===== config.mk =====
export PLATFORM = sky130hd
export DESIGN_NAME = btb_lookup
export DESIGN_NICKNAME = d
export VERILOG_FILES = /design/src/rtl/btb_pkg.sv /design/src/rtl/btb_lookup.sv
export SDC_FILE = /design/constraint.sdc
export NUM_CORES = 1
export LEC_CHECK = 0
export ABC_AREA = 1
export BUFFER_PORTS_ARGS = -buffer_cell sky130_fd_sc_hd__buf_2
export CELL_PAD_IN_SITES_DETAIL_PLACEMENT = 1
export CELL_PAD_IN_SITES_GLOBAL_PLACEMENT = 2
export CORE_MARGIN = 2
export CORE_UTILIZATION = 17
export DETAILED_ROUTE_END_ITERATION = 16
export GPL_TIMING_DRIVEN = 0
export PLACE_DENSITY_LB_ADDON = 0.1
export SLEW_MARGIN = 20
export SYNTH_ARGS = -nofsm -noshare
export SYNTH_HDL_FRONTEND = slang
export SYNTH_SLANG_ARGS = --single-unit

===== constraint.sdc =====
create_clock -name CLK -period 1.8 [get_ports CLK]
set_input_delay 0.36 -clock CLK [delete_from_list [all_inputs] [get_ports CLK]]
set_output_delay 0.36 -clock CLK [all_outputs]
set_load 0.02 [all_outputs]

===== src/rtl/btb_pkg.sv =====
/*
 * Shared definitions for the branch target buffer.
 * Address width, way names, requester names and the
 * engine state encoding used by both engines.
 */
package btb_pkg;

    //////////////////////////////////////////////////
    // widths
    //////////////////////////////////////////////////

    // instruction address width.
    localparam int ADDR_W = 32;

    //////////////////////////////////////////////////
    // enums
    //////////////////////////////////////////////////

    // the two ways of a set.
    typedef enum logic {
        WAY0 = 1'b0,
        WAY1 = 1'b1
    } btb_way_e;

    // who owns the array port.
    typedef enum logic {
        REQ_LOOKUP = 1'b0,
        REQ_UPDATE = 1'b1
    } btb_req_e;

    // engine sequence: accept, wait for grant, read, then write or respond.
    typedef enum logic [1:0] {
        ST_IDLE     = 2'd0,
        ST_WAIT_GNT = 2'd1,
        ST_READ     = 2'd2,
        ST_WRITE    = 2'd3
    } btb_eng_state_e;

endpackage

===== src/rtl/btb_lookup.sv =====
/*
 * Fetch-side lookup engine.
 * Latches the query PC, reads its set through the arbiter,
 * compares the tag against both valid ways and responds.
 * A hit rewrites the hit way with LRU pointing at the other.
 */
module btb_lookup import btb_pkg::*; #(
    parameter int INDEX_W = 10,
    localparam int TAG_W = ADDR_W - INDEX_W - 2
) (
    input  logic               CLK,
    input  logic               rst,
    input  logic               lookup_valid,
    input  logic [ADDR_W-1:0]  lookup_pc,
    input  logic               gnt,
    input  logic [TAG_W-1:0]   rd_tag0,
    input  logic [TAG_W-1:0]   rd_tag1,
    input  logic [ADDR_W-1:0]  rd_target0,
    input  logic [ADDR_W-1:0]  rd_target1,
    input  logic               rd_valid0,
    input  logic               rd_valid1,
    input  logic               rd_lru,
    output logic               lookup_ready,
    output logic               resp_valid,
    output logic               resp_hit,
    output logic [ADDR_W-1:0]  resp_target,
    output logic               req,
    output logic               en,
    output logic               we,
    output logic [INDEX_W-1:0] index,
    output btb_way_e           wr_way,
    output logic [TAG_W-1:0]   wr_tag,
    output logic [ADDR_W-1:0]  wr_target,
    output logic               wr_valid,
    output logic               wr_lru
);

    btb_eng_state_e     state;
    logic [INDEX_W-1:0] index_q;
    logic [TAG_W-1:0]   tag_q;
    logic               hit0;
    logic               hit1;
    logic               hit;
    logic [ADDR_W-1:0]  hit_target;

    always_ff @(posedge CLK) begin
        if (rst) begin
            state <= ST_IDLE;
        end else begin
            case (state)
                ST_IDLE:     if (lookup_valid) state <= ST_WAIT_GNT;
                ST_WAIT_GNT: if (gnt) state <= ST_READ;
                ST_READ:     state <= ST_WRITE;
                default:     state <= ST_IDLE;
            endcase
        end
    end

    // split the pc into set index and tag.
    always_ff @(posedge CLK) begin
        if (state == ST_IDLE && lookup_valid) begin
            index_q <= lookup_pc[INDEX_W+1:2];
            tag_q   <= lookup_pc[ADDR_W-1:INDEX_W+2];
        end
    end

    //////////////////////////////////////////////////
    // tag compare with way 0 winning a double hit
    //////////////////////////////////////////////////

    assign hit0       = rd_valid0 && (rd_tag0 == tag_q);
    assign hit1       = rd_valid1 && (rd_tag1 == tag_q);
    assign hit        = hit0 || hit1;
    assign wr_way     = hit0 ? WAY0 : WAY1;
    assign hit_target = hit0 ? rd_target0 : rd_target1;

    assign lookup_ready = (state == ST_IDLE);
    assign req          = (state != ST_IDLE);
    assign resp_valid   = (state == ST_WRITE);
    assign resp_hit     = resp_valid && hit;
    assign resp_target  = resp_hit ? hit_target : '0;

    // a hit rewrites the same entry with lru naming the other way.
    assign en        = (state == ST_READ) || (resp_valid && hit);
    assign we        = (state == ST_WRITE);
    assign index     = index_q;
    assign wr_tag    = tag_q;
    assign wr_target = hit_target;
    assign wr_valid  = 1'b1;
    assign wr_lru    = (wr_way == WAY0) ? 1'b1 : 1'b0;

endmodule


* After elaboration in Yosys (flattened, before gate mapping)
Cells that the tools add are included.
** Word-level totals
- Register bits :: 32
- Latch bits :: 0
- RAM bits :: 0
- Memory bits (read-only) :: 0
- Input port bits :: 143
- Output and inout bits :: 103
- Logic and storage cells :: 26
- Memories kept :: 0
** Cells by class
- Add/sub/neg operators :: 0
- Multiply operators :: 0
- Divide/modulo/power cells :: 0
- Magnitude comparators :: 0
- Equal/unequal tests :: 7
- Shifts and indexed selects :: 0
- Muxes and demuxes :: 7
- Bitwise logic cells :: 0
- Reduce and logical (&&, ||, !) cells :: 9
** Operators with widths (count)
- 2-to-1 mux 32 bit :: 2
- == test 20 bit :: 2
- one-hot mux 2 bit (3 select lines) :: 1
- == test 2 bit, second input constant :: 2
- logical AND 1 bit :: 4
- 2-to-1 mux 2 bit :: 2
- != test 2 bit, second input constant :: 2
- == test 2 x 1 -> 1 bit, second input constant :: 1
- zero test 2 bit :: 1
- logical OR 1 bit :: 2
- 2-to-1 mux 1 bit :: 2
- AND reduction 2 bit :: 1
- nonzero test 2 bit :: 1

* Depth between registers and ports, before layout
- Word-level depth :: 5
- Gate-level depth with buffers :: 11
- Mapped depth without buffers :: 10

* Least setup slack after synthesis
OpenSTA, ideal clock, no wires.
- Path type :: reg-to-output
- Start point :: register tag_q[0], in the netlist wr_tag[0]
- End point :: output resp_target[10]
- Arrival time :: 1842 ps
- Data required time :: 1440 ps
- Path slack :: -402 ps
- Stages on the path, launching flop included :: 11
- Buffers on the path :: 1
- Cell sequence :: edfxtp_1 -> nand2_1 -> nand2_1 -> nor2_1 -> nand2_1 -> nor2_1 -> nand3_1 -> nand2_1 -> nand2_2 -> buf_2 -> nor2_1
** On the way
- Longest elaborated chain between the ends :: 5
- Elaborated cells between the ends (all ways) :: 8
- Those cells by class :: eq/ne (2); mux (2); reduce/logical (4)
** Ends and longest elaborated chain
- start, declared :: RTL line btb_lookup.sv:40 : logic [TAG_W-1:0] tag_q;
- start signal, assigned :: RTL line btb_lookup.sv:63 : tag_q <= lookup_pc[ADDR_W-1:INDEX_W+2];
- == test 20 bit, on equally long branches :: RTL line btb_lookup.sv:71, btb_lookup.sv:72
- logical AND 1 bit, on equally long branches :: RTL line btb_lookup.sv:71, btb_lookup.sv:72
- logical OR 1 bit :: RTL line btb_lookup.sv:73 : assign hit = hit0 || hit1;
- logical AND 1 bit :: RTL line btb_lookup.sv:80 : assign resp_hit = resp_valid && hit;
- 2-to-1 mux 32 bit (*) :: RTL line btb_lookup.sv:81 : assign resp_target = resp_hit ? hit_target : '0;
- end, declared :: RTL line btb_lookup.sv:26 : output logic [ADDR_W-1:0] resp_target,
Every way passes the cells marked *; elsewhere a longest branch is shown, timed or not.

* Worst setup path after layout
- Start point :: register tag_q[0], in the netlist wr_tag[0]
- End point :: output resp_target[13]
Same word-level chain as after synthesis.

==> flow_summary.json <==
{
  "vias_cell": 3.95,
  "fin_ws_ns": -0.720,
  "num_vias": 4119,
  "start_kind": "flip-flop",
  "min_period_over_period_pct": 140,
  "antenna_left": 0,
  "mostFrequentLayoutCell": "buf_2",
  "final_design_area_no_fill_um2": 6210,
  "antenna_found_initial": 2,
  "r2r_slack_ns": 0.33,
  "layout.nets": 959,
  "globalRouteTotalUtil_pct": 14.2,
  "critical_path.startpoint": "wr_tag[0]",
  "timing.hold.ws_ns": 0.244,
  "place_area_um2": 5020,
  "crit_end": "resp_target[13]",
  "seqCellArea_um2": 941,
  "crit_arrival_ns": 2.16,
  "layout_common_cells": "buf_2, nand2_1, inv_1, buf_6, nand2_4",
  "drt-wirelength-per-cell_um": 13.8,
  "firstDrtPassIters": 4,
  "highest_clock_rate_mhz": 397,
  "synthesis.area_per_instance_um2": 5.73,
  "final_util_pct": 34.8,
  "worstReg2RegEnd": "wr_tag[19]",
  "synth.distinct_cells": 24,
  "multi_input_area_um2": 2130,
  "grt-ovfl-total": 0,
  "setup_clock_skew_after_layout_ns": 0.00604,
  "postRouteWirelength_um": 14400,
  "rr_worst_depth": 4,
  "cts_root_buffer": "clkbuf_16",
  "timing.final.hold_violations": 0,
  "yosysWarnings": 0,
  "cts_made_buffers": 5,
  "setup_viol_count_final": 68,
  "die_h_um": 138,
  "flow.area_growth_from_synthesis_pct": 102,
  "maxCapViolations": 0,
  "first_iter_violations": 74,
  "cts_htree_levels": 2,
  "count_of_filler_cells_inserted_in_the_layout": 2243,
  "r2r_start": "state[0]",
  "synthTopCellsByArea": "edfxtp_1, nand2_1, inv_1, nor2_1, nand4_1",
  "hold_path_startpoint": "lookup_pc[7]",
  "design.core.area_um2": 17800,
  "period_minus_slack_ns": 2.52,
  "vdd_ir_drop_max_mv": 0.598,
  "floorplan.rows": 49,
  "grt_pass1_wl_um": 22400,
  "clk_transition_reported_paths_ns": 0.06,
  "power.density_cell_area_nw_per_um2": 661,
  "static-leakage-power_uw": 0.00344,
  "power_uw": 4110,
  "cts-root-to-sink-buffers": 2,
  "failed_checks": "negative setup slack",
  "fp.dieArea_um2": 19200,
  "hold_crit_class": "in2reg",
  "quantity_of_hold_fixing_buffers_added_after_cts": 0,
  "cp-end-kind": "output port",
  "gp_routability_congestion": 0.771,
  "boundaryPins": 246,
  "grt_start_max_net_pins": 31,
  "clock_insertion_delay_worst_skew_ns": 0.29,
  "maximum_net_fanout_on_the_critical_path": 5,
  "post_synth_inst_count": 536,
  "number_of_storage_elements_in_the_synthesis_netlist": 32,
  "fraction_of_final_layout_cells_with_drive_strength_greater_than_1_pct": 56.8,
  "io_buffers": 241,
  "run_status": "finished with violations",
  "synth.yosys.seq_area_share_pct": 30.6,
  "slew_violations": 0,
  "detail_route.drc_violations": 0,
  "worst-setup-path-type": "reg2out",
  "chipWidth_um": 138,
  "post-synth-top-area-cell": "edfxtp_1",
  "pre_cts_slack_ns": -0.495,
  "initial_core_util_pct": 17.2,
  "synth_area_um2": 3070,
  "syn-num-nets": 683,
  "clock_sinks": 32,
  "dp_hpwl_um": 11700,
  "unrepaired_setup_endpoints_after_global_routing": "true",
  "clock_tree_from_tritoncts": "yes",
  "crit_required_ns": 1.44,
  "via_count_of_the_first_global_routing_pass": 4382,
  "share_of_the_synthesized_area_in_the_top_cell_type_pct": 29.3
}
==> sequential cells by signal (all words and copies together) (netlist names) <==
signal  flops
wr_tag     20
index      10
state       2
==> synthesized netlist by cell type <==
cell / n
o22ai_1: 1
edfxtp_1: 30
o21ai_1: 2
nand3_4: 1
xnor2_1: 2
nand4_1: 33
nor3_1: 1
o21ai_0: 2
dfxtp_1: 2
inv_2: 10
buf_6: 3
nand2_1: 200
a211oi_1: 2
nor2_4: 3
nor2_1: 67
buf_2: 12
nand2_2: 1
ha_1: 4
inv_1: 150
buf_4: 2
o211ai_1: 1
nand3_1: 5
or2_2: 1
conb_1: 1
==> worst max-delay path, stage by stage (launching register included) <==
cell	delay, ns
edfxtp_1	0.45
nand2_1	0.12
nand2_1	0.06
nor2_1	0.11
nand2_1	0.11
nor2_4	0.22
nand3_4	0.11
buf_8	0.16
clkbuf_16	0.17
nand2_2	0.07
nand2_4	0.06
nor2_4	0.10
buf_6	0.12
==> what timing repair did <==
item / CTS / global route
setup endpoints to repair: 68 / 98
cloned: 1 / 3
pin swaps: 9 / 57
setup buffers: 15 / 13
resized for setup: 67 / 142
==> final cells by class <==
cell class	count	share of cell area, %
multi-input cells	327	34.3
inverters	160	9.77
well taps	229	4.62
repair buffers	272	30.1
clock inverters	1	0.484
clock buffers	7	2.46
flip-flops and latches	32	15.2
diodes	1	0.0403
plain buffers	14	3.10
==> cell families after synthesis <==
logic type	share of synthesized area, %
xor gates and xnor gates	0.570
AOI/OAI and AO/OA	1.59
and+or+nand+nor	42.4
other	0.122
adders and majority gates	1.63
DFF	30.6
buffers and inverters	23.1
==> per-stage QoR <==
| stage | std cells | TNS, ns |
|---|---|---|
| floorplan | 536 | -9.55 |
| global placement | 1006 | -34.33 |
| detailed placement | 1006 | -28.52 |
| CTS | 1030 | -44.67 |
| global route | 1043 | -53.91 |
| finish | 1043 | -43.92 |
==> per-layer routing <==
layer	track usage (%)	routed length [um]
met5	0	7
met4	2.31	99
met3	3.29	949
met2	26.3	7380
met1	17.0	5940
==> power by group <==
group | internal, uW | total, uW | switching (uW)
Combinational | 694 | 1830 | 1140
Clock | 730 | 1090 | 359
Sequential | 1050 | 1190 | 141
==> worst min path at each step <==
| stage | cells past startpoint | slack [ns] | to |
|---|---|---|---|
| CTS | 1 | 0.24 | wr_tag[8] |
| detailed placement | 1 | 0.54 | index[7] |
| global route | 1 | 0.23 | wr_tag[16] |
| global placement | 2 | 0.52 | state[1] |
| floorplan | 1 | 0.44 | state[0] |
| finish | 1 | 0.24 | index[5] |
(Power assumes the default switching activity.)
