File: config.mk
export PLATFORM = sky130hd
export DESIGN_NAME = btb_arbiter
export DESIGN_NICKNAME = d
export VERILOG_FILES = /design/src/rtl/btb_pkg.sv /design/src/rtl/btb_arbiter.sv
export SDC_FILE = /design/constraint.sdc
export NUM_CORES = 1
export LEC_CHECK = 0
export BUFFER_PORTS_ARGS = -buffer_cell sky130_fd_sc_hd__buf_2
export CAP_MARGIN = 20
export CORE_AREA = 2 2 80 82
export DETAILED_ROUTE_END_ITERATION = 7
export DIE_AREA = 0 0 82 84
export HOLD_SLACK_MARGIN = 0.15
export PLACE_DENSITY = 0.65
export SYNTH_ARGS = -nofsm -noshare
export SYNTH_HDL_FRONTEND = slang
export SYNTH_SLANG_ARGS = --single-unit
File: constraint.sdc
create_clock -name CLK -period 4.2 [get_ports CLK]
set_clock_uncertainty 0.15 [all_clocks]
set_input_delay 1.05 -clock CLK [delete_from_list [all_inputs] [get_ports CLK]]
set_output_delay 1.05 -clock CLK [all_outputs]
set_load 0.005 [all_outputs]
File: src/rtl/btb_pkg.sv
/*
 * Shared definitions for the branch target buffer.
 * Address width, way names, requester names and the
 * engine state encoding used by both engines.
 */
package btb_pkg;

    //////////////////////////////////////////////////
    // widths
    //////////////////////////////////////////////////

    // instruction address width.
    localparam int ADDR_W = 32;

    //////////////////////////////////////////////////
    // enums
    //////////////////////////////////////////////////

    // the two ways of a set.
    typedef enum logic {
        WAY0 = 1'b0,
        WAY1 = 1'b1
    } btb_way_e;

    // who owns the array port.
    typedef enum logic {
        REQ_LOOKUP = 1'b0,
        REQ_UPDATE = 1'b1
    } btb_req_e;

    // engine sequence: accept, wait for grant, read, then write or respond.
    typedef enum logic [1:0] {
        ST_IDLE     = 2'd0,
        ST_WAIT_GNT = 2'd1,
        ST_READ     = 2'd2,
        ST_WRITE    = 2'd3
    } btb_eng_state_e;

endpackage
File: src/rtl/btb_arbiter.sv
/*
 * Array port arbiter.
 * Grants the single array port to the lookup or the update
 * engine, update first when free, and holds the grant until
 * the owner drops its request. Steers the owner's signals.
 */
module btb_arbiter import btb_pkg::*; #(
    parameter int INDEX_W = 10,
    localparam int TAG_W = ADDR_W - INDEX_W - 2
) (
    input  logic               CLK,
    input  logic               rst,
    input  logic               lk_req,
    input  logic               up_req,
    input  logic               lk_en,
    input  logic               lk_we,
    input  logic [INDEX_W-1:0] lk_index,
    input  btb_way_e           lk_wr_way,
    input  logic [TAG_W-1:0]   lk_wr_tag,
    input  logic [ADDR_W-1:0]  lk_wr_target,
    input  logic               lk_wr_valid,
    input  logic               lk_wr_lru,
    input  logic               up_en,
    input  logic               up_we,
    input  logic [INDEX_W-1:0] up_index,
    input  btb_way_e           up_wr_way,
    input  logic [TAG_W-1:0]   up_wr_tag,
    input  logic [ADDR_W-1:0]  up_wr_target,
    input  logic               up_wr_valid,
    input  logic               up_wr_lru,
    output logic               lk_gnt,
    output logic               up_gnt,
    output logic               arr_en,
    output logic               arr_we,
    output logic [INDEX_W-1:0] arr_index,
    output btb_way_e           arr_wr_way,
    output logic [TAG_W-1:0]   arr_wr_tag,
    output logic [ADDR_W-1:0]  arr_wr_target,
    output logic               arr_wr_valid,
    output logic               arr_wr_lru
);

    btb_req_e owner_q;
    logic     busy_q;
    btb_req_e sel;
    logic     hold;
    logic     grant;

    // holder keeps the port while its request stays up.
    always_comb begin
        hold = busy_q && ((owner_q == REQ_UPDATE) ? up_req : lk_req);
        if (hold) begin
            sel = owner_q;
        end else if (up_req) begin
            sel = REQ_UPDATE;
        end else begin
            sel = REQ_LOOKUP;
        end
        grant = hold || up_req || lk_req;
    end

    assign lk_gnt = grant && (sel == REQ_LOOKUP);
    assign up_gnt = grant && (sel == REQ_UPDATE);

    always_ff @(posedge CLK) begin
        if (rst) begin
            busy_q  <= 1'b0;
            owner_q <= REQ_LOOKUP;
        end else begin
            busy_q  <= grant;
            owner_q <= sel;
        end
    end

    //////////////////////////////////////////////////
    // array port steering
    //////////////////////////////////////////////////

    always_comb begin
        if (sel == REQ_UPDATE) begin
            arr_en        = grant && up_en;
            arr_we        = up_we;
            arr_index     = up_index;
            arr_wr_way    = up_wr_way;
            arr_wr_tag    = up_wr_tag;
            arr_wr_target = up_wr_target;
            arr_wr_valid  = up_wr_valid;
            arr_wr_lru    = up_wr_lru;
        end else begin
            arr_en        = grant && lk_en;
            arr_we        = lk_we;
            arr_index     = lk_index;
            arr_wr_way    = lk_wr_way;
            arr_wr_tag    = lk_wr_tag;
            arr_wr_target = lk_wr_target;
            arr_wr_valid  = lk_wr_valid;
            arr_wr_lru    = lk_wr_lru;
        end
    end

endmodule

Word-level counts from Yosys, hierarchy flattened
Cells that the tools add are included.
{"block": "totals", "input_bits": 138, "latch_bits": 0, "rom_bits": 0, "ramBits": 0, "register_bits": 2, "mem_count": 0}
{"block": "classes", "shift": 0, "magnitude_cmp": 0, "n_eq_ne": 0, "bitwise": 1, "n_reduce_logical": 7, "mul": 0, "add_sub_neg": 0, "mux": 11, "div": 0}
{"operator": "$mux 32", "n": 1}
{"operator": "$mux 20", "n": 1}
{"operator": "$mux 10", "n": 1}
{"operator": "$mux 1", "n": 8}
{"operator": "$logic_and 1x1->1", "n": 5}
{"operator": "$logic_or 1x1->1", "n": 2}
{"operator": "$not 1->1", "n": 1}

Logic depth before layout (Yosys ltp)
Gate-level depths: netlist of the first run.
{"block": "logic_depth", "depth_word": 6, "ltp_mapped": 5}

Least setup slack after synthesis of the first run
OpenSTA, ideal clock, no wires.
{"block": "synth_timing", "path_type": "input-to-output", "from": "in lk_req", "to": "out arr_index[0]", "path_slack_ps": 1186, "arrival_time_ps": 1814, "required_time_ps": 3000, "path_stages": 5, "cell_sequence": "nand3b_4 nand2_4 buf_6 buf_8 mux2_4"}
{"block": "synth_between", "elab_chain_cells": 4}
{"element": "start, declared", "line_no": "btb_arbiter.sv:13", "rtl": "input logic lk_req,"}
{"element": "$mux 1", "line_no": "btb_arbiter.sv:51", "rtl": "hold = busy_q && ((owner_q == REQ_UPDATE) ? up_req : lk_req);"}
{"element": "$logic_and 1x1->1", "line_no": "btb_arbiter.sv:51"}
{"element": "$mux 1", "line_no": "btb_arbiter.sv:52", "rtl": "if (hold) begin"}
{"element": "$mux 10", "line_no": "btb_arbiter.sv:80", "rtl": "if (sel == REQ_UPDATE) begin"}
{"element": "end, declared", "line_no": "btb_arbiter.sv:35", "rtl": "output logic [INDEX_W-1:0] arr_index,"}
Every way passes these cells.

Final worst setup path of the first run
{"block": "layout_timing", "from": "in lk_req", "to": "out arr_wr_target[22]"}
{"block": "layout_between", "elab_chain_cells": 4}
{"element": "$mux 1", "line_no": "btb_arbiter.sv:51"}
{"element": "$logic_and 1x1->1", "line_no": "btb_arbiter.sv:51"}
{"element": "$mux 1", "line_no": "btb_arbiter.sv:52"}
{"element": "$mux 32", "line_no": "btb_arbiter.sv:80"}
{"element": "end, declared", "line_no": "btb_arbiter.sv:38", "rtl": "output logic [ADDR_W-1:0] arr_wr_target,"}
Every way passes these cells.

==> flow_metrics.tcl, run 1 <==
set metrics [dict create \
    area_growth_pct 113 \
    power_density_nw_per_um2 151 \
    use_met3 0.0184 \
    finalWirelength_microns 4020 \
    cts_buffers 3 \
    firstDrtPassIters 2 \
    start_util 0.163 \
    synth-compound-area-share 0.0177 \
    synth_xor_area_frac 0 \
    tightestPinTransition_ps 381 \
    clkTransAtPathRegs_ps 30 \
    nets 427 \
    critPathCaptureType "primary output" \
    post-route-period-util 0.817 \
    antenna_found_initial 0 \
    diodes 0 \
    setup_tns_ps 0 \
    p_sw_w 0.0000903 \
    dpl.hpwl_microns 3570 \
    cts_tree "done" \
    cts_setup_buffers 0 \
    required_ps 3000 \
    wl_per_cell_microns 11.0 \
    rsz0062_at_grt "false" \
    clkLatencyLatePin_ps 210 \
    globalplace.congestion 0.771 \
    top_usage_layer "met2" \
    swShare 0.284 \
    cap_viol_max_count 0 \
    status "finished clean" \
    cts.sinks 2 \
    grt_max_degree 68 \
    finalSetupViolations 0 \
    ys_seq_elements 2 \
    ys_types 13 \
    grt_remaining_overflow 0 \
    coreArea_sq_um 6100 \
    use_met1 0.0840 \
    path_max_fanout 67 \
    drive_above_1_share 0.969 \
    fp.dieW_microns 82 \
    p_comb_frac 0.698 \
    port_buffers 206 \
    cts_hold_buf 0 \
    p_clk_frac 0.235 \
    grt_pass1_vias 1361 \
    cts_max_path_buffers 2 \
    synth_top_family_by_area "multiplexers" \
    fin_area_sq_um 2110 \
    hold_slack_ps 434 \
    syn-num-nets 222 \
    cp_data_arrival_time_ps 2230 \
    route.vias.total 1449 \
    ys_seq_area_frac 0.0404 \
    die_h_microns 84 \
    power_leakage_nw 1.24 \
    root_buffer "clkbuf_8" \
    final_util 0.346 \
    track_usage 0.103 \
    routed_via_density 3.98 \
    dr.first_iter.drc_count 14 \
    avgSynthCellArea_sq_um 11.8 \
    grt_util_met2 0.229 \
    seq_power_share 0.067 \
    drv_slew 0 \
    finalHoldViolCount 0 \
    io_pins 207 \
    cts_max_level 1 \
    die_area_sq_um 6890 \
    hp-class "reg2reg" \
    drc 0 \
    detailed_place.area_sq_um 2070 \
    yosysWarnings 0 \
    critPathKind "in2out" \
    synthMuxAreaShare 0.817 \
    start_kind "input pin" \
    post_cts_resized 0 \
    drtAntennaViolNets 0 \
    synth_area_sq_um 992 \
    synthAdderAreaFrac 0 \
    p_int_w 0.000228 \
    fmax_ghz 0.292 \
    synth-simple-area-share 0.0492 \
    fillers 632 \
    slew_headroom 0.746 \
    grt_pass1_wl_microns 5580 \
    period_needed_ps 3430 \
    synth_cells 84 \
    ir_drop_v 0.0000697 \
    rows 29 \
]
-- registers in the layout, indices dropped and copies added, names as in the netlist --
register / flops
owner_q: 1
busy_q: 1
-- cell usage in the layout, fill, tap and decap left out --
cell	Yosys	final
nand3b_4	1	1
a21boi_0	1	1
mux2_4	18	18
clkbuf_8	0	3
buf_12	0	1
nor2_1	3	3
buf_2	0	206
nand2b_1	1	1
a32o_1	1	1
mux2_2	48	48
inv_1	1	1
dfxtp_1	2	2
nand2_4	1	1
-- logic make-up after synthesis --
kind of cell / after synthesis
flops: 2
simple gates: 6
mux: 66
compound gates: 2
buf+inv: 8
-- critical path, stage by stage --
cell and delay, ps:
buf_2 120, nand3b_4 90, nand2_4 90, buf_12 320, mux2_2 390, buf_2 130
-- synthesized netlist by cell type --
library cell  number  area share
a21boi_0           1      0.0076
a32o_1             1       0.010
buf_4              4       0.030
buf_6              1       0.011
buf_8              2       0.030
dfxtp_1            2       0.040
inv_1              1      0.0038
mux2_2            48        0.54
mux2_4            18        0.27
nand2_4            1       0.011
nand2b_1           1      0.0063
nand3b_4           1       0.020
nor2_1             3       0.011
-- final cells by class --
class	instances	area (sq um)	area share
Clock buffer	3	41.3	0.0196
Inverter	1	3.75	0.00178
Multi-Input combinational cell	74	877	0.416
Sequential cell	2	40.0	0.0190
Timing Repair Buffer	207	1050	0.498
Tap cell	77	96.3	0.0457
-- power groups by stage --
stage | logic (W) | registers (W) | clock network, W
2_1_floorplan | 0.000111 | 0.0000213 | 0
3_3_place_gp | 0.000222 | 0.0000214 | 0
3_5_place_dp | 0.000225 | 0.0000214 | 0
4_1_cts | 0.000226 | 0.0000212 | 0.0000779
5_1_grt | 0.000244 | 0.0000213 | 0.0000796
6_report | 0.000222 | 0.0000212 | 0.0000747
-- metrics by stage --
stage	total power, W	instances	setup slack (ps)
2_1_floorplan	0.000133	84	1190
3_3_place_gp	0.000244	361	786
3_5_place_dp	0.000247	361	753
4_1_cts	0.000325	364	752
5_1_grt	0.000344	364	700
6_report	0.000318	364	771
-- layer usage --
layer,vias to the layer above,share of wire
li1,724,-
met1,605,0.31
met2,120,0.55
met3,0,0.14
met4,0,0
met5,-,0
-- worst paths after layout --
check | endpoint | depth (start not counted) | slack (ps) | from
worst max-delay path | arr_wr_target[22] | 6 | 770 | lk_req
worst min-delay path | owner_q | 3 | 430 | busy_q
worst max register to register | owner_q | 3 | 3360 | busy_q
worst min register to register | owner_q | 3 | 430 | busy_q
Note: power is estimated with default switching activity, not from simulation.
==> run 2, diff against run 1 <==
--- a/config.mk
+++ b/config.mk
@@ -7,11 +7,11 @@
 export LEC_CHECK = 0
 export BUFFER_PORTS_ARGS = -buffer_cell sky130_fd_sc_hd__buf_2
 export CAP_MARGIN = 20
-export CORE_AREA = 2 2 80 82
+export CORE_AREA = 2 2 81 83
 export DETAILED_ROUTE_END_ITERATION = 7
-export DIE_AREA = 0 0 82 84
+export DIE_AREA = 0 0 83 85
 export HOLD_SLACK_MARGIN = 0.15
-export PLACE_DENSITY = 0.65
+export PLACE_DENSITY = 0.63
 export SYNTH_ARGS = -nofsm -noshare
 export SYNTH_HDL_FRONTEND = slang
 export SYNTH_SLANG_ARGS = --single-unit
==> constraint.sdc (replaced) <==
create_clock -name CLK -period 3.4 [get_ports CLK]
set_clock_uncertainty 0.15 [all_clocks]
set_input_delay 0.85 -clock CLK [delete_from_list [all_inputs] [get_ports CLK]]
set_output_delay 0.85 -clock CLK [all_outputs]
set_load 0.005 [all_outputs]
==> run 2 against run 1 <==
Worst setup slack lost 400 ps. Sequential share of layout area is the same. Count of clock-buffer cells in the layout unchanged. Total power increased by 24%. First-iteration DRC count shrank 21%. Via count unchanged. Sequential power rose by 24%. Largest cell class unchanged. Wire length is 4.2% higher. Combinational power up 24%.
==> flow_metrics.tcl, run 2 (synthesis gave the netlist of run 1 again) <==
set metrics [dict create \
    status "finished clean" \
    io_pins 207 \
    globalplace.congestion 0.709 \
    drive_above_1_share 0.969 \
    p_int_w 0.000281 \
    dr.first_iter.drc_count 11 \
    die_area_sq_um 7060 \
    track_usage 0.107 \
    start_util 0.160 \
    route.vias.total 1449 \
    rows 29 \
    path_max_fanout 67 \
    cap_viol_max_count 0 \
    dpl.hpwl_microns 3730 \
    cts_setup_buffers 0 \
    drtAntennaViolNets 0 \
    cts_tree "done" \
    finalWirelength_microns 4190 \
    post-route-period-util 0.891 \
    fillers 669 \
    cp_data_arrival_time_ps 2030 \
    p_sw_w 0.000113 \
    fp.dieW_microns 83 \
    antenna_found_initial 0 \
    r2r-start "busy_q" \
    drv_slew 0 \
    finalHoldViolCount 0 \
    port_buffers 206 \
    grt_pass1_wl_microns 6340 \
    total_power_w 0.000394 \
    cts.sinks 2 \
    rr_endpoint "owner_q" \
    area_growth_pct 113 \
    die_h_microns 85 \
    largestRegisters "busy_q x1, owner_q x1" \
    final_cell_mix "buf_2 (206), mux2_2 (48), mux2_4 (18)" \
    drc 0 \
    setup_tns_ps 0 \
    cts_max_level 1 \
    rrSetupSlack_ps 2560 \
    start_kind "input pin" \
    tightestPinTransition_ps 379 \
    required_ps 2400 \
    coreArea_sq_um 6200 \
    seq_power_share 0.067 \
    p_clk_frac 0.234 \
    slew_headroom 0.748 \
    clkLatencyLatePin_ps 210 \
    cts_max_path_buffers 2 \
    routed_via_density 3.98 \
    grt_remaining_overflow 0 \
    hold-path-endpoint "owner_q" \
    grt_max_degree 68 \
    ir_drop_v 0.0000925 \
    clkTransAtPathRegs_ps 30 \
    critPathCaptureType "primary output" \
    critPathKind "in2out" \
    period_needed_ps 3030 \
    layout_commonest_cell "buf_2" \
    firstDrtPassIters 3 \
    finalSetupViolations 0 \
    diodes 0 \
    power_density_nw_per_um2 187 \
    nets 427 \
    swShare 0.286 \
    reg2reg_depth 3 \
    post_cts_resized 0 \
    rsz0062_at_grt "false" \
    root_buffer "clkbuf_8" \
    p_comb_frac 0.699 \
    cts_buffers 3 \
    hold_start "busy_q" \
    whs_path_depth 3 \
    hp-class "reg2reg" \
    cts_hold_buf 0 \
    fmax_ghz 0.330 \
    power_leakage_nw 1.24 \
    grt_pass1_vias 1444 \
    wl_per_cell_microns 11.5 \
]
[run 2: cell counts in the layout (fill, tap and decap cells not counted)]
Identical to the previous run, type by type.
[run 2: power by group through the flow]
stage	Combinational [W]	Clock (W)	Sequential, W
6_report	0.000275	0.0000921	0.0000262
5_1_grt	0.000301	0.0000999	0.0000264
4_1_cts	0.000281	0.0000963	0.0000262
3_5_place_dp	0.000280	0	0.0000265
3_3_place_gp	0.000277	0	0.0000264
2_1_floorplan	0.000138	0	0.0000263
[run 2: worst max-delay path: stages]
cell and delay (ps):
buf_2 120, nand3b_4 90, nand2_4 90, buf_12 320, mux2_2 390, buf_2 130
[run 2: how the worst max path moves through the flow]
stage	from	end	slack (ps)	cells past startpoint
after CTS	lk_req	arr_wr_tag[8]	350	6
after floorplan	lk_req	arr_index[0]	790	5
after detailed placement	lk_req	arr_wr_tag[8]	360	6
final	lk_req	arr_wr_tag[8]	370	6
after global routing	lk_req	arr_wr_tag[8]	310	6
after global placement	lk_req	arr_wr_tag[5]	390	6
[run 2: final cells by class]
class,instances,area [sq um],area share
flip-flops and latches,2,40.0,0.0190
inverters,1,3.75,0.00178
multi-input cells,74,877,0.416
well taps,77,96.3,0.0457
repair buffers,207,1050,0.498
clock buffers,3,41.3,0.0196
[run 2: metrics by stage]
step	std cells	util	hold slack, ps	setup WS [ps]	instance area, sq um
6_report	364	0.340	436	370	2110
5_1_grt	364	0.340	500	306	2110
4_1_cts	364	0.340	450	355	2110
3_5_place_dp	361	0.333	442	356	2070
3_3_place_gp	361	0.333	437	387	2070
2_1_floorplan	84	-	690	786	992
[run 2: metal layers]
| layer | vias to the layer above | GRT usage | part of all wire |
|---|---|---|---|
| met5 | - | 0 | 0 |
| met4 | 0 | 0.0224 | 0 |
| met3 | 0 | 0.0360 | 0.13 |
| met2 | 122 | 0.210 | 0.52 |
| met1 | 606 | 0.110 | 0.35 |
| li1 | 721 | - | - |
==> run 3, diff against run 2 <==
--- a/config.mk
+++ b/config.mk
@@ -10,6 +10,7 @@
 export CORE_AREA = 2 2 81 83
 export DETAILED_ROUTE_END_ITERATION = 7
 export DIE_AREA = 0 0 83 85
+export GPL_TIMING_DRIVEN = 0
 export HOLD_SLACK_MARGIN = 0.15
 export PLACE_DENSITY = 0.63
 export SYNTH_ARGS = -nofsm -noshare
==> run 3 against run 2 <==
Largest power group unchanged. Worst setup slack improved by 71 ps. Critical path depth is 1 higher. Combinational power rose by 4%. Maximum frequency rose by 2.4%. Critical endpoint is now arr_wr_tag[10]. Non-clock buffer count up 6. Flip-flop and latch count unchanged. First-iteration DRC count did not move. Sequential power barely moved. Total power is 2.3% higher. Global-route usage increased by 0.36 points. Register-to-register slack got worse by 380 ps. Via count rose by 2.1%.
==> flow_metrics.tcl, run 3 (synthesis gave the netlist of run 1 again) <==
set metrics [dict create \
    antenna_found_initial 0 \
    path_max_fanout 10 \
    fin_area_sq_um 2160 \
    critPathCaptureType "primary output" \
    final_cell_mix "buf_2 (206), mux2_2 (48), mux2_4 (18)" \
    firstDrtPassIters 3 \
    drive_above_1_share 0.969 \
    cts_tree "done" \
    globalplace.congestion 0.709 \
    coreArea_sq_um 6200 \
    critPathMostFrequentCell "buf_2" \
    finalHoldViolCount 0 \
    dpl.hpwl_microns 3920 \
    grt_remaining_overflow 0 \
    io_pins 207 \
    routed_via_density 4.00 \
    cap_viol_max_count 0 \
    finalWirelength_microns 4250 \
    ir_drop_v 0.0000816 \
    slew_headroom 0.842 \
    slowest_stage "mux2_4" \
    drc 0 \
    clkLatencyLatePin_ps 210 \
    fp.dieW_microns 83 \
    port_buffers 206 \
    tightestPinTransition_ps 235 \
    area_growth_pct 118 \
    nets 433 \
    root_buffer "clkbuf_8" \
    post-route-period-util 0.871 \
    fmax_ghz 0.338 \
    hp-class "in2reg" \
    fillers 674 \
    clkTransAtPathRegs_ps 30 \
    route.vias.total 1479 \
    layout_commonest_cell "buf_2" \
    status "finished clean" \
    largestRegisters "busy_q x1, owner_q x1" \
    diodes 0 \
    die_area_sq_um 7060 \
    required_ps 2400 \
    drtAntennaViolNets 0 \
    multi_input_area_sq_um 877 \
    drv_slew 0 \
    power_density_nw_per_um2 186 \
    power_leakage_nw 1.27 \
    dr.first_iter.drc_count 11 \
    cts_max_path_buffers 2 \
    finalSetupViolations 0 \
    cts_hold_buf 0 \
    detailed_place.area_sq_um 2120 \
    cts_setup_buffers 0 \
    die_h_microns 85 \
    start_util 0.160 \
    slowest_delay_ps 300 \
    rsz0062_at_grt "false" \
    cts.sinks 2 \
    cp_data_arrival_time_ps 1960 \
    wl_per_cell_microns 11.5 \
    period_needed_ps 2960 \
    grt_pass1_wl_microns 6480 \
    grt_max_degree 11 \
    cts_buffers 3 \
    rows 29 \
    critPathKind "in2out" \
    cts_max_level 1 \
    post_cts_resized 0 \
    setup_tns_ps 0 \
    crit_chain "buf_2, nand3b_4, nand2_4, buf_6, buf_8, mux2_4, buf_2" \
    seq_area_sq_um 40.0 \
    start_kind "input pin" \
    track_usage 0.111 \
    grt_pass1_vias 1394 \
]
[run 3: final cells by class]
class / instances / area share
repair buffers: 206 / 0.477
well taps: 77 / 0.0446
multi-input cells: 74 / 0.406
plain buffers: 7 / 0.0330
clock buffers: 3 / 0.0191
inverters: 1 / 0.00174
flip-flops and latches: 2 / 0.0185
[run 3: final timing paths]
path                    end  depth (start not counted)    from  slack (ps)
max          arr_wr_tag[10]                          7  lk_req         440
min                  busy_q                          2     rst         660
max reg2reg         owner_q                          5  busy_q        2180
min reg2reg         owner_q                          5  busy_q         770
[run 3: layer usage]
metal / global-route usage / vias to the layer above / wire length (microns) / share of wire
met5: 0 / - / 0 / 0
met4: 0.0134 / 0 / 0 / 0
met3: 0.0399 / 0 / 537 / 0.13
met2: 0.222 / 122 / 2270 / 0.53
met1: 0.112 / 622 / 1440 / 0.34
li1: - / 735 / - / -
[run 3: report_power, final]
group | total [W] | internal (W) | switching [W]
Combinational | 0.000285 | 0.000188 | 0.0000968
Sequential | 0.0000262 | 0.0000252 | 0.000000988
Clock | 0.0000919 | 0.0000747 | 0.0000172
[run 3: per-stage QoR]
step,worst slack (ps),utilization,total power (W),hold WS [ps],instances
2_1_floorplan,786,-,0.000164,690,84
3_5_place_dp,411,0.342,0.000316,796,367
4_1_cts,409,0.348,0.000413,657,370
3_3_place_gp,413,0.342,0.000314,779,367
5_1_grt,372,0.348,0.000437,665,370
6_report,440,0.348,0.000403,663,370
[run 3: worst max-delay path: cells and delay by family]
| family | cells | cell delay [ps] |
|---|---|---|
| buffers and inverters | 4 | 610 |
| multiplexers | 1 | 300 |
| AND/OR/NAND/NOR | 2 | 200 |
