**config.mk**
```make
export PLATFORM = sky130hd
export DESIGN_NAME = btb_update
export DESIGN_NICKNAME = d
export VERILOG_FILES = /design/src/rtl/btb_pkg.sv /design/src/rtl/btb_update.sv
export SDC_FILE = /design/constraint.sdc
export NUM_CORES = 1
export LEC_CHECK = 0
export BUFFER_PORTS_ARGS = -buffer_cell sky130_fd_sc_hd__buf_2
export CAP_MARGIN = 15
export CORE_ASPECT_RATIO = 0.5
export CORE_MARGIN = 4
export CORE_UTILIZATION = 42
export CTS_CLUSTER_SIZE = 30
export DETAILED_ROUTE_END_ITERATION = 10
export HOLD_SLACK_MARGIN = 0.06
export MAX_ROUTING_LAYER = met4
export PLACE_DENSITY = 0.88
export SYNTH_ARGS = -nofsm -noshare
export SYNTH_HDL_FRONTEND = slang
export SYNTH_SLANG_ARGS = --single-unit
```
**constraint.sdc**
```tcl
create_clock -name CLK -period 4.59 [get_ports CLK]
set_input_delay 0.918 -clock CLK [delete_from_list [all_inputs] [get_ports CLK]]
set_output_delay 0.918 -clock CLK [all_outputs]
set_load 0.005 [all_outputs]
```
**src/rtl/btb_pkg.sv**
```systemverilog
/*
 * Shared definitions for the branch target buffer.
 * Address width, way names, requester names and the
 * engine state encoding used by both engines.
 */
package btb_pkg;

    //////////////////////////////////////////////////
    // widths
    //////////////////////////////////////////////////

    // instruction address width.
    localparam int ADDR_W = 32;

    //////////////////////////////////////////////////
    // enums
    //////////////////////////////////////////////////

    // the two ways of a set.
    typedef enum logic {
        WAY0 = 1'b0,
        WAY1 = 1'b1
    } btb_way_e;

    // who owns the array port.
    typedef enum logic {
        REQ_LOOKUP = 1'b0,
        REQ_UPDATE = 1'b1
    } btb_req_e;

    // engine sequence: accept, wait for grant, read, then write or respond.
    typedef enum logic [1:0] {
        ST_IDLE     = 2'd0,
        ST_WAIT_GNT = 2'd1,
        ST_READ     = 2'd2,
        ST_WRITE    = 2'd3
    } btb_eng_state_e;

endpackage
```
**src/rtl/btb_update.sv**
```systemverilog
/*
 * Branch resolution update engine.
 * Taken branches install or refresh their target in the
 * matching way, else an invalid way, else the LRU victim.
 * Not-taken branches invalidate a matching entry.
 */
module btb_update import btb_pkg::*; #(
    parameter int INDEX_W = 10,
    localparam int TAG_W = ADDR_W - INDEX_W - 2
) (
    input  logic               CLK,
    input  logic               rst,
    input  logic               upd_valid,
    input  logic [ADDR_W-1:0]  upd_pc,
    input  logic               upd_taken,
    input  logic [ADDR_W-1:0]  upd_target,
    input  logic               gnt,
    input  logic [TAG_W-1:0]   rd_tag0,
    input  logic [TAG_W-1:0]   rd_tag1,
    input  logic [ADDR_W-1:0]  rd_target0,
    input  logic [ADDR_W-1:0]  rd_target1,
    input  logic               rd_valid0,
    input  logic               rd_valid1,
    input  logic               rd_lru,
    output logic               upd_ready,
    output logic               req,
    output logic               en,
    output logic               we,
    output logic [INDEX_W-1:0] index,
    output btb_way_e           wr_way,
    output logic [TAG_W-1:0]   wr_tag,
    output logic [ADDR_W-1:0]  wr_target,
    output logic               wr_valid,
    output logic               wr_lru
);

    btb_eng_state_e     state;
    logic [INDEX_W-1:0] index_q;
    logic [TAG_W-1:0]   tag_q;
    logic               taken_q;
    logic [ADDR_W-1:0]  target_q;
    logic               match0;
    logic               match1;
    logic               match;

    always_ff @(posedge CLK) begin
        if (rst) begin
            state <= ST_IDLE;
        end else begin
            case (state)
                ST_IDLE:     if (upd_valid) state <= ST_WAIT_GNT;
                ST_WAIT_GNT: if (gnt) state <= ST_READ;
                ST_READ:     state <= ST_WRITE;
                default:     state <= ST_IDLE;
            endcase
        end
    end

    // resolution payload.
    always_ff @(posedge CLK) begin
        if (state == ST_IDLE && upd_valid) begin
            index_q  <= upd_pc[INDEX_W+1:2];
            tag_q    <= upd_pc[ADDR_W-1:INDEX_W+2];
            taken_q  <= upd_taken;
            target_q <= upd_target;
        end
    end

    assign match0 = rd_valid0 && (rd_tag0 == tag_q);
    assign match1 = rd_valid1 && (rd_tag1 == tag_q);
    assign match  = match0 || match1;

    //////////////////////////////////////////////////
    // way choice: match, free way, then lru victim
    //////////////////////////////////////////////////

    always_comb begin
        if (match0) begin
            wr_way = WAY0;
        end else if (match1) begin
            wr_way = WAY1;
        end else if (!rd_valid0) begin
            wr_way = WAY0;
        end else if (!rd_valid1) begin
            wr_way = WAY1;
        end else begin
            wr_way = btb_way_e'(rd_lru);
        end
    end

    assign upd_ready = (state == ST_IDLE);
    assign req       = (state != ST_IDLE);

    // taken always writes, not-taken only when it finds a match.
    assign en    = (state == ST_READ) || ((state == ST_WRITE) && (taken_q || match));
    assign we    = (state == ST_WRITE);
    assign index = index_q;

    assign wr_tag    = tag_q;
    assign wr_valid  = taken_q;
    assign wr_target = taken_q ? target_q : (match0 ? rd_target0 : rd_target1);
    // an invalidate keeps the set's lru as it was.
    assign wr_lru    = taken_q ? (wr_way == WAY0) : rd_lru;

endmodule

```
# Word-level counts from Yosys, hierarchy flattened
# Index checks and enable logic that the tools add are counted.
# totals
input_bits,176
reg_bits,65
out_inout_bits,69
# classes
eq_ne,7
bitwise,1
muxes,10
n_reduce_logical,10
# op_table
operator,n
$mux 32,2
$eq 20x20->1,2
$pmux 2 s3,1
$mux 1,5
$eq 2x2->1 const B,2
$logic_and 1x1->1,4
$mux 2,2
$ne 2x2->1 const B,2
$logic_or 1x1->1,3
$eq 2x1->1 const B,1
$logic_not 2->1,1
$reduce_and 2->1,1
$reduce_bool 2->1,1
$not 1->1,1

# Depth between registers and ports, before layout
# Gate-level depths: netlist of the first run.
# depth
word_depth,6
ltp_mapped,7
ltp_nobuf,6

# Worst setup path before layout of the first run
# OpenSTA, ideal clock, no wires.
# synth_path
kind,in2reg
from,in upd_valid
to,"reg index_q[0], in the netlist index[0], enable pin"
setup_slack_ns,0.485
arrival_time_ns,3.619
stages,2
setup_time_ns,0.486
path_cell_list,inv_1 -> nor2_1
# synth_via
elab_chain_len,1
# synth_rtl
item,line,rtl
"start, declared",btb_update.sv:13,"input logic upd_valid,"
$logic_and 1x1->1,btb_update.sv:61,if (state == ST_IDLE && upd_valid) begin
"end signal, assigned",btb_update.sv:62,index_q <= upd_pc[INDEX_W+1:2];
"end, declared",btb_update.sv:38,logic [INDEX_W-1:0] index_q;
# Every way passes these cells.
# A chain may end at the register's enable or synchronous reset.

# Worst setup path in the final report of the first run
# layout_path
from,in rd_tag0[17]
to,out wr_target[14]
# layout_via
elab_chain_len,4
# layout_rtl
item,line,rtl
"start, declared",btb_update.sv:18,"input logic [TAG_W-1:0] rd_tag0,"
$eq 20x20->1,btb_update.sv:69,assign match0 = rd_valid0 && (rd_tag0 == tag_q);
$logic_and 1x1->1,btb_update.sv:69,
$mux 32 (2 in a row),btb_update.sv:101,assign wr_target = taken_q ? target_q : (match0 ? rd_target0 : rd_target1);
"end, declared",btb_update.sv:32,"output logic [ADDR_W-1:0] wr_target,"
# Every way passes these cells.

==> summary.txt, run 1 <==
Outcome
  – Status: finished clean

Clock network
  – Clock buffer depth: 2
  – Num CTS Buffers: 9
  – Resized Gates After CTS: 0
  – CTS H-tree lvls: 3
  – Clock slew at reported path FFs: ~60 ps
  – Sink Count: between 60 and 70
  – Clock Latency Late Sink: 320 ps
  – Setup bufs post-CTS: 0
  – CTS tree: done
  – Post-CTS Hold Fix Bufs: 0
  – Root Driver: clkbuf_16

Worst setup path
  – Cell count of the worst reg-to-reg path: 5
  – Setup crit end kind: output port
  – Critical-path cell list: buf_2 -> xor2_1 -> nor4_1 -> nand4_1 -> or2_1 -> buf_16 -> o311ai_1 -> buf_2
  – Reg2reg setup slack: around 2400 ps
  – Crit Path Category: input pin to output port
  – Worst path slowest cell: or2_1
  – Crit-path max cell delay: ~480 ps
  – CP required: around 3700 ps
  – Reg-to-reg startpoint: state[0]
  – Data arrival time of the worst path: about 3000 ps
  – Setup crit start: rd_tag0[17]
  – Crit path top cell by count: buf_2
  – Buf/Inv on CP: 3
  – Critical Path Source Type: input pin
  – CP Capture Point: wr_target[14]
  – Worst-path maximum fanout: 23
  – RR Endpoint: index[7]
  – Worst path depth: 8
  – Delay-heaviest family, CP: simple AND/OR/NAND/NOR gates

STA
  – Final Hold Fails: 0
  – Final min period: about 4000 ps
  – Max-slew violations: 0
  – Relative slew slack: between 40% and 50%
  – Highest Clock Rate: about 0.26 GHz
  – Sum of negative setup slack: 0 ps
  – RSZ-0062 raised after global routing: false
  – Final Cycle Share: 85.0%
  – Clock Skews: 4.17 ps
  – Final setup vio count: 0
  – Worst Tran Pin Value: 877 ps
  – Worst hold margin: approximately 550 ps

Route
  – Antenna-violating nets left: 0
  – Routed vias: about 3300
  – Post-Route WL: between 10000 and 15000 um
  – Via/cell ratio: a little under 5
  – Drt pass-1 iters: 4
  – # DRC: 0
  – Drt first-iter violations: 200
  – Wirelength per Cell: between 15 and 20 um

Placement
  – Placed Instances: around 660
  – PortBufs: about 240
  – Cell Area, Placed: 4830 um^2
  – Placer Congestion: about 0.85
  – DP HPWL: approximately 8300 um

Final layout
  – Layout area overhead: 46.5%
  – Ant diodes: 0
  – Fin area: between 5000 and 6000 um^2
  – Layout cells sized above 1: roughly 46%
  – Layout Nets: 743
  – Final Core Density: between 60% and 70%
  – Layout Cells excl Fill: ~700

Logic synthesis
  – Top-count cell post-synth: edfxtp_1
  – Synthesis Warnings: 0
  – Top cells by count, synth: edfxtp_1 (63), inv_1 (37), nor2b_1 (33), nand2_1 (32), o311ai_1 (32)
  – Flops & latches, synth: 65
  – Synth Area per Inst: around 11 um^2
  – Leading area contributor after synthesis: edfxtp_1
  – Cells after Synth: about 330
  – Synth area leaders: edfxtp_1 (54%), o311ai_1 (8.0%), nor2b_1 (5.9%)
  – Area share of the largest cell type after synthesis: 53.7%
  – Cell variety after synth: 25
  – Mapped Area: 3520 um^2
  – Main flop type after synthesis: edfxtp_1
  – Post-synth EDFFs: 63
  – Synth Net Count: roughly 500
  – Async S/R FF share, synth: 0%
  – Post-synthesis sequential area ratio: between 50% and 60%

Power and ir drop
  – Power per cell area: between 400 and 500 nW/um^2
  – Worst vdd ir: between 0.2 and 0.25 mV
  – Leakage power: ~2.4 nW

Global routing
  – Overflow after GRT: 0
  – Antenna violations before repair: 0
  – Vias in the first global route: between 3000 and 4000
  – Pin count of the biggest net entering global routing: between 100 and 150
  – Total Routing Usage GR: around a fifth
  – First-pass GRT wire length: 16000 um

Floorplanning
  – Initial core utilization: a little over two fifths
  – I/O pin cnt: approximately 250
  – Die footprint: about 10000 um^2
  – Chip Width: around 140 um
  – Height of the die: between 70 and 80 um
  – Area of the core: approximately 8100 um^2
  – Cell row count: 23

Worst hold path
  – Hold Path Class: flip-flop to flip-flop

Flow run
  – Max Cap Viol: 0
-- tightest hold or removal path, stage by stage, from the launching register on --
cell	delay, ps
dfxtp_1	340
nor2_1	110
nor3_1	60
-- metal layers --
metal / up-vias / track usage, % / share of wire [%]
li1: 1631 / - / -
met4: 0 / 7.52 / 2.3
met1: 1568 / 23.7 / 38
met5: - / - / 0
met3: 29 / 4.13 / 5.8
met2: 121 / 38.5 / 53
-- placed cells by master (no fill, tap or decap), drive strengths merged, types with 11 or more instances in the layout --
cell type,count
buf,247
edfxtp,63
inv,37
nor2b,33
nand2,32
o311ai,32
o21ai,32
xor2,23
xnor2,17
clkbuf,11
-- power breakdown --
group          internal [mW]  switching, mW
clock                  0.503          0.247
sequential             0.850         0.0838
combinational          0.316          0.384
total                   1.67          0.715
-- sequential cells by signal, indices dropped and copies added, names as in the netlist --
register / count
target_q: 32
wr_tag: 20
index: 10
state: 2
wr_valid: 1
-- layout make-up --
cell class                 instances  area, um^2
timing repair buffer             247        1270
multi-input combinational        203        1350
clock inverter                     5        77.6
inverter                          37         139
clock buffer                      11         253
fill                             674        2930
sequential                        65        1930
tap                              112         140
-- cells by family (layout without fill, tap and decap cells) --
family          count (synthesis)  in the layout  synth area share [%]
flops                          65             65                  54.9
buf+inv                        58            300                  7.04
xor+xnor                       40             40                  9.95
compound gates                 69             69                  13.5
fa+ha+maj                       4              4                  1.42
simple gates                   89             89                  12.9
mux                             1              1                 0.284
-- per-stage QoR --
step	setup slack [ps]	power, mW
6_report	687	2.38
5_1_grt	512	2.52
4_1_cts	643	2.41
3_5_place_dp	649	1.65
3_3_place_gp	461	1.62
2_1_floorplan	485	1.32
-- how the worst min path moves through the flow --
| stage | startpoint | end | slack (ps) | depth (start not counted) |
|---|---|---|---|---|
| after floorplan | state[0] | state[0] | 510 | 2 |
| after global placement | state[0] | state[0] | 530 | 2 |
| after detailed placement | state[0] | state[0] | 550 | 2 |
| after CTS | state[0] | state[0] | 550 | 2 |
| after global routing | state[0] | state[0] | 590 | 2 |
| final | state[0] | state[0] | 550 | 2 |
No activity file was read; power rests on OpenSTA's default activity.
==> run 2, diff against run 1 <==
--- a/config.mk
+++ b/config.mk
@@ -9,12 +9,13 @@
 export CAP_MARGIN = 15
 export CORE_ASPECT_RATIO = 0.5
 export CORE_MARGIN = 4
-export CORE_UTILIZATION = 42
+export CORE_UTILIZATION = 43
+export CTS_BUF_LIST = sky130_fd_sc_hd__clkbuf_8
 export CTS_CLUSTER_SIZE = 30
 export DETAILED_ROUTE_END_ITERATION = 10
 export HOLD_SLACK_MARGIN = 0.06
 export MAX_ROUTING_LAYER = met4
-export PLACE_DENSITY = 0.88
+export PLACE_DENSITY = 0.82
 export SYNTH_ARGS = -nofsm -noshare
 export SYNTH_HDL_FRONTEND = slang
 export SYNTH_SLANG_ARGS = --single-unit
==> run 2 against run 1 <==
Against the previous run:
- non-clock buffer count up 2
- combinational power up 0.9%
- clock skew up 1.6 ps
- setup slack better by 71 ps
- clock power down 26%
- maximum frequency up 1.8%
- worst hold slack worse by 4.5 ps
- die area down 2.1%
- power down 8.3%
- critical path type unchanged
- critical endpoint is now wr_target[15]
- largest power group unchanged
- highest routed layer unchanged
==> summary.txt, run 2 (same netlist as run 1, synthesis figures left out) <==
Final layout
  – Ant diodes: 0 (unchanged)
  – Layout Cells excl Fill: 678 (-0.29%)
  – Layout area overhead: 43.9%
  – Most frequent cells in the layout: buf_2 (242), edfxtp_1 (63), inv_1 (37), nor2b_1 (33)
  – Number of flip-flops in the largest register: 32 (unchanged)
  – Layout Nets: 745 (+0.27%)
  – Most common cell after layout, fill and taps aside: buf_2
  – Reg with most FFs: target_q
  – Final Core Density: 66.4% (+2.6 points)
  – Layout cells sized above 1: 46.7% (+0.19 points)

Floorplanning
  – Height of the die: 72.0 um (-1.0%)
  – Cell row count: 22 (-4.3%)
  – Area of the core: 7620 um^2 (-5.7%)
  – Initial core utilization: 46.2% (+2.6 points)
  – Die footprint: 9790 um^2 (-2.1%)
  – I/O pin cnt: 245 (unchanged)
  – Chip Width: 136 um (-1.1%)

Clock network
  – Clock slew at reported path FFs: 80 ps (+20 ps)
  – Clock buffer depth: 2 (unchanged)
  – Num CTS Buffers: 9 (unchanged)
  – Sink Count: 65 (unchanged)
  – Post-CTS Hold Fix Bufs: 0 (unchanged)
  – Resized Gates After CTS: 0 (unchanged)
  – Root Driver: clkbuf_8
  – CTS H-tree lvls: 3 (unchanged)
  – Clock Latency Late Sink: 350 ps (+30 ps)
  – Setup bufs post-CTS: 0 (unchanged)
  – CTS tree: done

Worst setup path
  – Worst-path maximum fanout: 22 (-4.3%)
  – Critical Path Source Type: input pin
  – RR Endpoint: target_q[15]
  – Setup crit start: rd_tag0[9]
  – Data arrival time of the worst path: 2910 ps (-80 ps)
  – Cell count of the worst reg-to-reg path: 5 (unchanged)
  – Setup crit end kind: output port
  – CP required: 3670 ps (about the same)
  – Crit Path Category: input pin to output port
  – Reg2reg setup slack: 2530 ps (+150 ps)
  – Reg-to-reg startpoint: state[1]
  – CP Capture Point: wr_target[15]

STA
  – Final Hold Fails: 0 (unchanged)
  – Relative slew slack: 60.6% (+19 points)
  – Sum of negative setup slack: 0 ps (unchanged)
  – Max-slew violations: 0 (unchanged)
  – Final setup vio count: 0 (unchanged)
  – Final min period: 3830 ps (-70.8 ps)
  – Final Cycle Share: 83.5% (-1.5 points)
  – Worst hold margin: 547 ps (-4.45 ps)
  – Clock Skews: 5.75 ps (+1.58 ps)
  – Worst Tran Pin Value: 591 ps (-286 ps)
  – Highest Clock Rate: 0.261 GHz (+1.8%)
  – RSZ-0062 raised after global routing: false

Route
  – Post-Route WL: 10600 um (-1.3%)
  – Wirelength per Cell: 15.7 um (-1.0%)
  – Via/cell ratio: 4.89 (-0.69%)
  – # DRC: 0 (unchanged)
  – Antenna-violating nets left: 0 (unchanged)
  – Drt pass-1 iters: 4 (unchanged)
  – Drt first-iter violations: 182 (-9.0%)
  – Routed vias: 3316 (-0.99%)

Global routing
  – Vias in the first global route: 3322 (+1.7%)
  – Pin count of the biggest net entering global routing: 52 (-49%)
  – Antenna violations before repair: 0 (unchanged)
  – Total Routing Usage GR: 21.3% (-0.025 points)
  – First-pass GRT wire length: 15600 um (-2.5%)
  – Overflow after GRT: 0 (unchanged)

Outcome
  – Status: finished clean

Placement
  – Placed Instances: 662 (-0.30%)
  – DP HPWL: 8310 um (+0.60%)
  – PortBufs: 242 (unchanged)
  – Placer Congestion: 0.844 (-0.55%)

Power and ir drop
  – Worst vdd ir: 0.279 mV (+16%)
  – Leakage power: 2.35 nW (-1.7%)
  – Power per cell area: 432 nW/um^2 (-6.6%)

Worst hold path
  – Hold Path Class: flip-flop to flip-flop

Flow run
  – Max Cap Viol: 0 (unchanged)
-- run 2: cell count changes in the layout (fill, tap and decap cells not counted) --
cell,change
inv_6,+2
clkbuf_8,+7
clkbuf_16,-9
clkinv_4,+2
buf_4,+2
clkinv_2,-2
-- run 2: worst max-delay path, stage by stage --
cell and delay (ps):
buf_2 100, xor2_1 150, nor4_1 350, nand4_1 200
or2_1 490, buf_16 260, o311ai_1 260, buf_2 180
-- run 2: where the power goes --
part	total [mW]	internal (mW)	switching (mW)	leakage, nW
combinational	0.706	0.322	0.384	1.62
clock	0.554	0.311	0.243	0.110
sequential	0.927	0.847	0.0795	0.616
-- run 2: worst min path at each step --
stage / slack [ps] / from / endpoint / cells past startpoint
finish: 550 / state[0] / state[0] / 2
global route: 570 / state[0] / state[0] / 2
global placement: 520 / state[0] / state[0] / 2
detailed placement: 530 / state[0] / state[0] / 2
CTS: 540 / state[0] / state[0] / 2
floorplan: 510 / state[0] / state[0] / 2
-- run 2: through the flow --
step	total power [mW]	setup WS (ps)	instance area [um^2]
4_1_cts	2.21	712	5060
2_1_floorplan	1.32	485	3520
3_5_place_dp	1.65	713	4840
5_1_grt	2.33	580	5060
3_3_place_gp	1.62	523	4810
6_report	2.19	758	5060
-- run 2: area by class of cell --
| cell class | instances | area [um^2] |
|---|---|---|
| fillers | 633 | 2560 |
| flip-flops and latches | 65 | 1930 |
| multi-input cells | 203 | 1350 |
| repair buffers | 249 | 1280 |
| inverters | 37 | 139 |
| well taps | 108 | 135 |
| clock buffers | 9 | 124 |
| clock inverters | 7 | 103 |
-- run 2: layer usage --
layer  global-route usage, %  part of all wire (%)  vias up
met5                       -                     0        -
met2                    39.9                    54      135
met4                    8.49                   2.4        0
li1                        -                     -     1639
met3                    5.96                   7.4       23
met1                    21.1                    36     1519
==> run 3, diff against run 2 <==
--- a/config.mk
+++ b/config.mk
@@ -5,11 +5,12 @@
 export SDC_FILE = /design/constraint.sdc
 export NUM_CORES = 1
 export LEC_CHECK = 0
+export ABC_AREA = 1
 export BUFFER_PORTS_ARGS = -buffer_cell sky130_fd_sc_hd__buf_2
 export CAP_MARGIN = 15
 export CORE_ASPECT_RATIO = 0.5
 export CORE_MARGIN = 4
-export CORE_UTILIZATION = 43
+export CORE_UTILIZATION = 45
 export CTS_BUF_LIST = sky130_fd_sc_hd__clkbuf_8
 export CTS_CLUSTER_SIZE = 30
 export DETAILED_ROUTE_END_ITERATION = 10
==> constraint.sdc (replaced) <==
create_clock -name CLK -period 3.77 [get_ports CLK]
set_input_delay 0.754 -clock CLK [delete_from_list [all_inputs] [get_ports CLK]]
set_output_delay 0.754 -clock CLK [all_outputs]
set_load 0.005 [all_outputs]
==> run 3 against run 2 <==
Against the previous run:
- area after synthesis increased by 13%
- setup slack got worse by 250 ps
- sequential power increased by 18%
- routed wire length increased by 16%
- first-iteration DRC count increased by 97%
- combinational power increased by 16%
- power increased by 11%
==> summary.txt, run 3 <==
Outcome
  – Status: finished clean

STA
  – Relative slew slack: 33.1% (-27 points)
  – RSZ-0062 raised after global routing: false
  – PnR worst setup slack: 506 ps (-251 ps)
  – Max-slew violations: 0 (unchanged)
  – Highest Clock Rate: about 0.31 GHz
  – Final Hold Fails: 0 (unchanged)
  – Final Cycle Share: around 87%
  – Final min period: 3260 ps
  – Sum of negative setup slack: 0 ps (unchanged)
  – Final setup vio count: 0 (unchanged)
  – Clock Skews: 11.2 ps (+5.43 ps)
  – Worst Tran Pin Value: 997 ps (+405 ps)

Final layout
  – Layout Nets: 955 (+28%)
  – Layout area overhead: 36.9%
  – Number of flip-flops in the largest register: 32 (unchanged)
  – Most frequent cells in the layout: buf_2 (242), nand2_1 (214), inv_1 (120), edfxtp_1 (63), nand3_1 (37)
  – Fin area: 5430 um^2 (+7.2%)
  – Reg with most FFs: target_q
  – Ant diodes: 0 (unchanged)
  – Layout cells sized above 1: 35.3% (-11 points)
  – Final Core Density: 65.5% (-0.94 points)
  – Layout Cells excl Fill: 892 (+32%)
  – Fill count: 731 (+15%)
  – Most common cell after layout, fill and taps aside: buf_2

Power and ir drop
  – Internal power: 1.60 mW (+7.9%)
  – Leakage power: 3.19 nW (+36%)
  – Seq pwr share: 44.9% (+2.5 points)
  – Switch Pwr: 835 uW (+18%)
  – Gate power share: 33.8% (+1.5 points)
  – Sw Share: 34.3% (+2.0 points)
  – Power per cell area: 448 nW/um^2 (+3.8%)
  – Worst vdd ir: 0.418 mV (+49%)
  – Clk pwr share: 21.3% (-4.0 points)

Logic synthesis
  – Cell variety after synth: 22 (-12%)
  – Post-synthesis sequential area ratio: 48.7% (-6.1 points)
  – Cells after Synth: 535 (+64%)
  – Xor/xnor share of the synthesized area: 0.442% (-9.5 points)
  – Top cells by count, synth: nand2_1 (214), inv_1 (120), edfxtp_1 (63), nand3_1 (37), nand4_1 (32)
  – Mapped Area: 3960 um^2 (+13%)
  – Top-count cell post-synth: nand2_1
  – Async S/R FF share, synth: 0% (unchanged)
  – Synth area leaders: edfxtp_1 (48%), nand2_1 (20%), inv_1 (11%)
  – Synth Net Count: 715 (+41%)
  – Adder-Cell Fraction of Synth Area: 1.26% (-0.16 points)
  – Leading area contributor after synthesis: edfxtp_1
  – Multiplexer share of the synthesized area: 0% (-0.28 points)
  – Area share of the largest cell type after synthesis: 47.7% (-6.0 points)
  – Synth Area in Compound Gates: 1.10% (-12 points)
  – Flops & latches, synth: 65 (unchanged)
  – Post-Synth Simple-Gate Area: 34.0% (+21 points)
  – Post-synth EDFFs: 63 (unchanged)
  – Main flop type after synthesis: edfxtp_1
  – Largest family of logic cells by synthesized area: simple AND/OR/NAND/NOR gates
  – Synth Area per Inst: 7.41 um^2 (-31%)
  – Synthesis Warnings: 0 (unchanged)

Worst setup path
  – Delay-heaviest family, CP: simple AND/OR/NAND/NOR gates
  – Buf/Inv on CP: 2 (-1)
  – Crit-path max cell delay: 430 ps (-60 ps)
  – Critical-path cell list: buf_2 -> nor2_1 -> nor2_1 -> nor2_1 -> nand2_1 -> nor2_4 -> nand3_4 -> nand2_1 -> nand3_1 -> nand2_1 -> buf_2
  – CP Capture Point: wr_target[0]
  – Data arrival time of the worst path: 2510 ps (-400 ps)
  – Worst-path maximum fanout: 34 (+55%)
  – Reg2reg setup slack: 1830 ps (-700 ps)
  – CP required: 3020 ps (-650 ps)
  – Setup crit end kind: output port
  – Cell count of the worst reg-to-reg path: 5 (unchanged)
  – Reg-to-reg startpoint: state[0]
  – Crit Path Category: input pin to output port
  – Critical Path Source Type: input pin
  – Worst path slowest cell: nand3_4
  – Setup crit start: rd_tag0[12]
  – Worst path depth: 11 (+3)
  – RR Endpoint: index[5]

Global routing
  – Pin count of the biggest net entering global routing: 35 (-33%)
  – Vias in the first global route: 3984 (+20%)
  – Total Routing Usage GR: 23.4% (+2.1 points)
  – Antenna violations before repair: 0 (unchanged)
  – Overflow after GRT: 0 (unchanged)
  – First-pass GRT wire length: 18500 um (+19%)

Floorplanning
  – Height of the die: 74.4 um (+3.3%)
  – Chip Width: 141 um (+3.5%)
  – I/O pin cnt: 245 (unchanged)
  – Area of the core: 8290 um^2 (+8.7%)
  – Cell row count: 23 (+4.5%)
  – Initial core utilization: 47.8% (+1.6 points)
  – Die footprint: 10500 um^2 (+6.9%)

Clock network
  – CTS H-tree lvls: 3 (unchanged)
  – Clock slew at reported path FFs: 80 ps (about the same)
  – Clock Latency Late Sink: 340 ps (about the same)
  – Clock buffer depth: 2 (unchanged)
  – Setup bufs post-CTS: 0 (unchanged)
  – CTS tree: done
  – Root Driver: clkbuf_8
  – Sink Count: 65 (unchanged)
  – Resized Gates After CTS: 0 (unchanged)
  – Num CTS Buffers: 9 (unchanged)
  – Post-CTS Hold Fix Bufs: 0 (unchanged)

Route
  – Drt pass-1 iters: 6 (+2)
  – Post-Route WL: 12400 um (+16%)
  – Wirelength per Cell: 13.8 um (-12%)
  – # DRC: 0 (unchanged)
  – Routed vias: 4235 (+28%)
  – Via/cell ratio: 4.75 (-2.9%)
  – Antenna-violating nets left: 0 (unchanged)
  – Drt first-iter violations: 359 (+97%)

Placement
  – Pre-CTS setup slack: 509 ps (-204 ps)
  – Placed Instances: 876 (+32%)
  – PortBufs: 242 (unchanged)
  – Cell Area, Placed: 5260 um^2 (+8.6%)
  – Placer Congestion: 0.891 (+5.6%)
  – DP HPWL: 9750 um (+17%)

Flow run
  – Max Cap Viol: 0 (unchanged)

Worst hold path
  – Hold path cells: 2 (unchanged)
  – Hold Path Class: flip-flop to flip-flop
## run 3: cell families (layout without fill, tap and decap cells)
| kind of cell | count (synthesis) | in the layout |
|---|---|---|
| fa+ha+maj | 4 | 4 |
| simple gates | 313 | 313 |
| xor+xnor | 2 | 2 |
| compound gates | 7 | 7 |
| buf+inv | 144 | 389 |
| flops | 65 | 65 |
## run 3: area by class of cell
cell class / instances / area, um^2 / share of cell area, %
sequential: 65 / 1930 / 35.6
multi-input combinational: 326 / 1460 / 26.9
timing repair buffer: 248 / 1260 / 23.1
inverter: 125 / 469 / 8.64
tap: 112 / 140 / 2.58
clock buffer: 10 / 138 / 2.54
clock inverter: 6 / 35.0 / 0.645
## run 3: tightest hold or removal path: stages (launching register included)
cell and delay [ps]:
dfxtp_1 340, inv_1 110, a211oi_1 80
## run 3: worst min path at each step
stage | from | endpoint | slack [ps]
2_1_floorplan | state[1] | state[1] | 500
3_5_place_dp | state[0] | state[0] | 560
3_3_place_gp | state[1] | state[1] | 520
4_1_cts | state[0] | state[0] | 570
6_report | state[0] | state[0] | 570
5_1_grt | upd_target[30] | target_q[30] | 560
## run 3: power by group through the flow
stage                     Clock, mW  Combinational (mW)  Sequential, mW
after floorplan                   0               0.429            1.11
after global placement            0               0.801            1.10
after detailed placement          0               0.826            1.11
after CTS                     0.533               0.830            1.09
after global routing          0.577               0.926            1.11
final                         0.519               0.822            1.09
## run 3: per-stage QoR
stage                     hold slack, ps  power [mW]
after floorplan                      498        1.54
after global placement               522        1.90
after detailed placement             555        1.93
after CTS                            565        2.45
after global routing                 557        2.61
final                                571        2.43
## run 3: metal layers
metal	wire length (um)	GRT usage [%]
met1	4860	26.6
met5	0	-
met3	924	5.27
met2	6240	41.5
met4	327	8.70
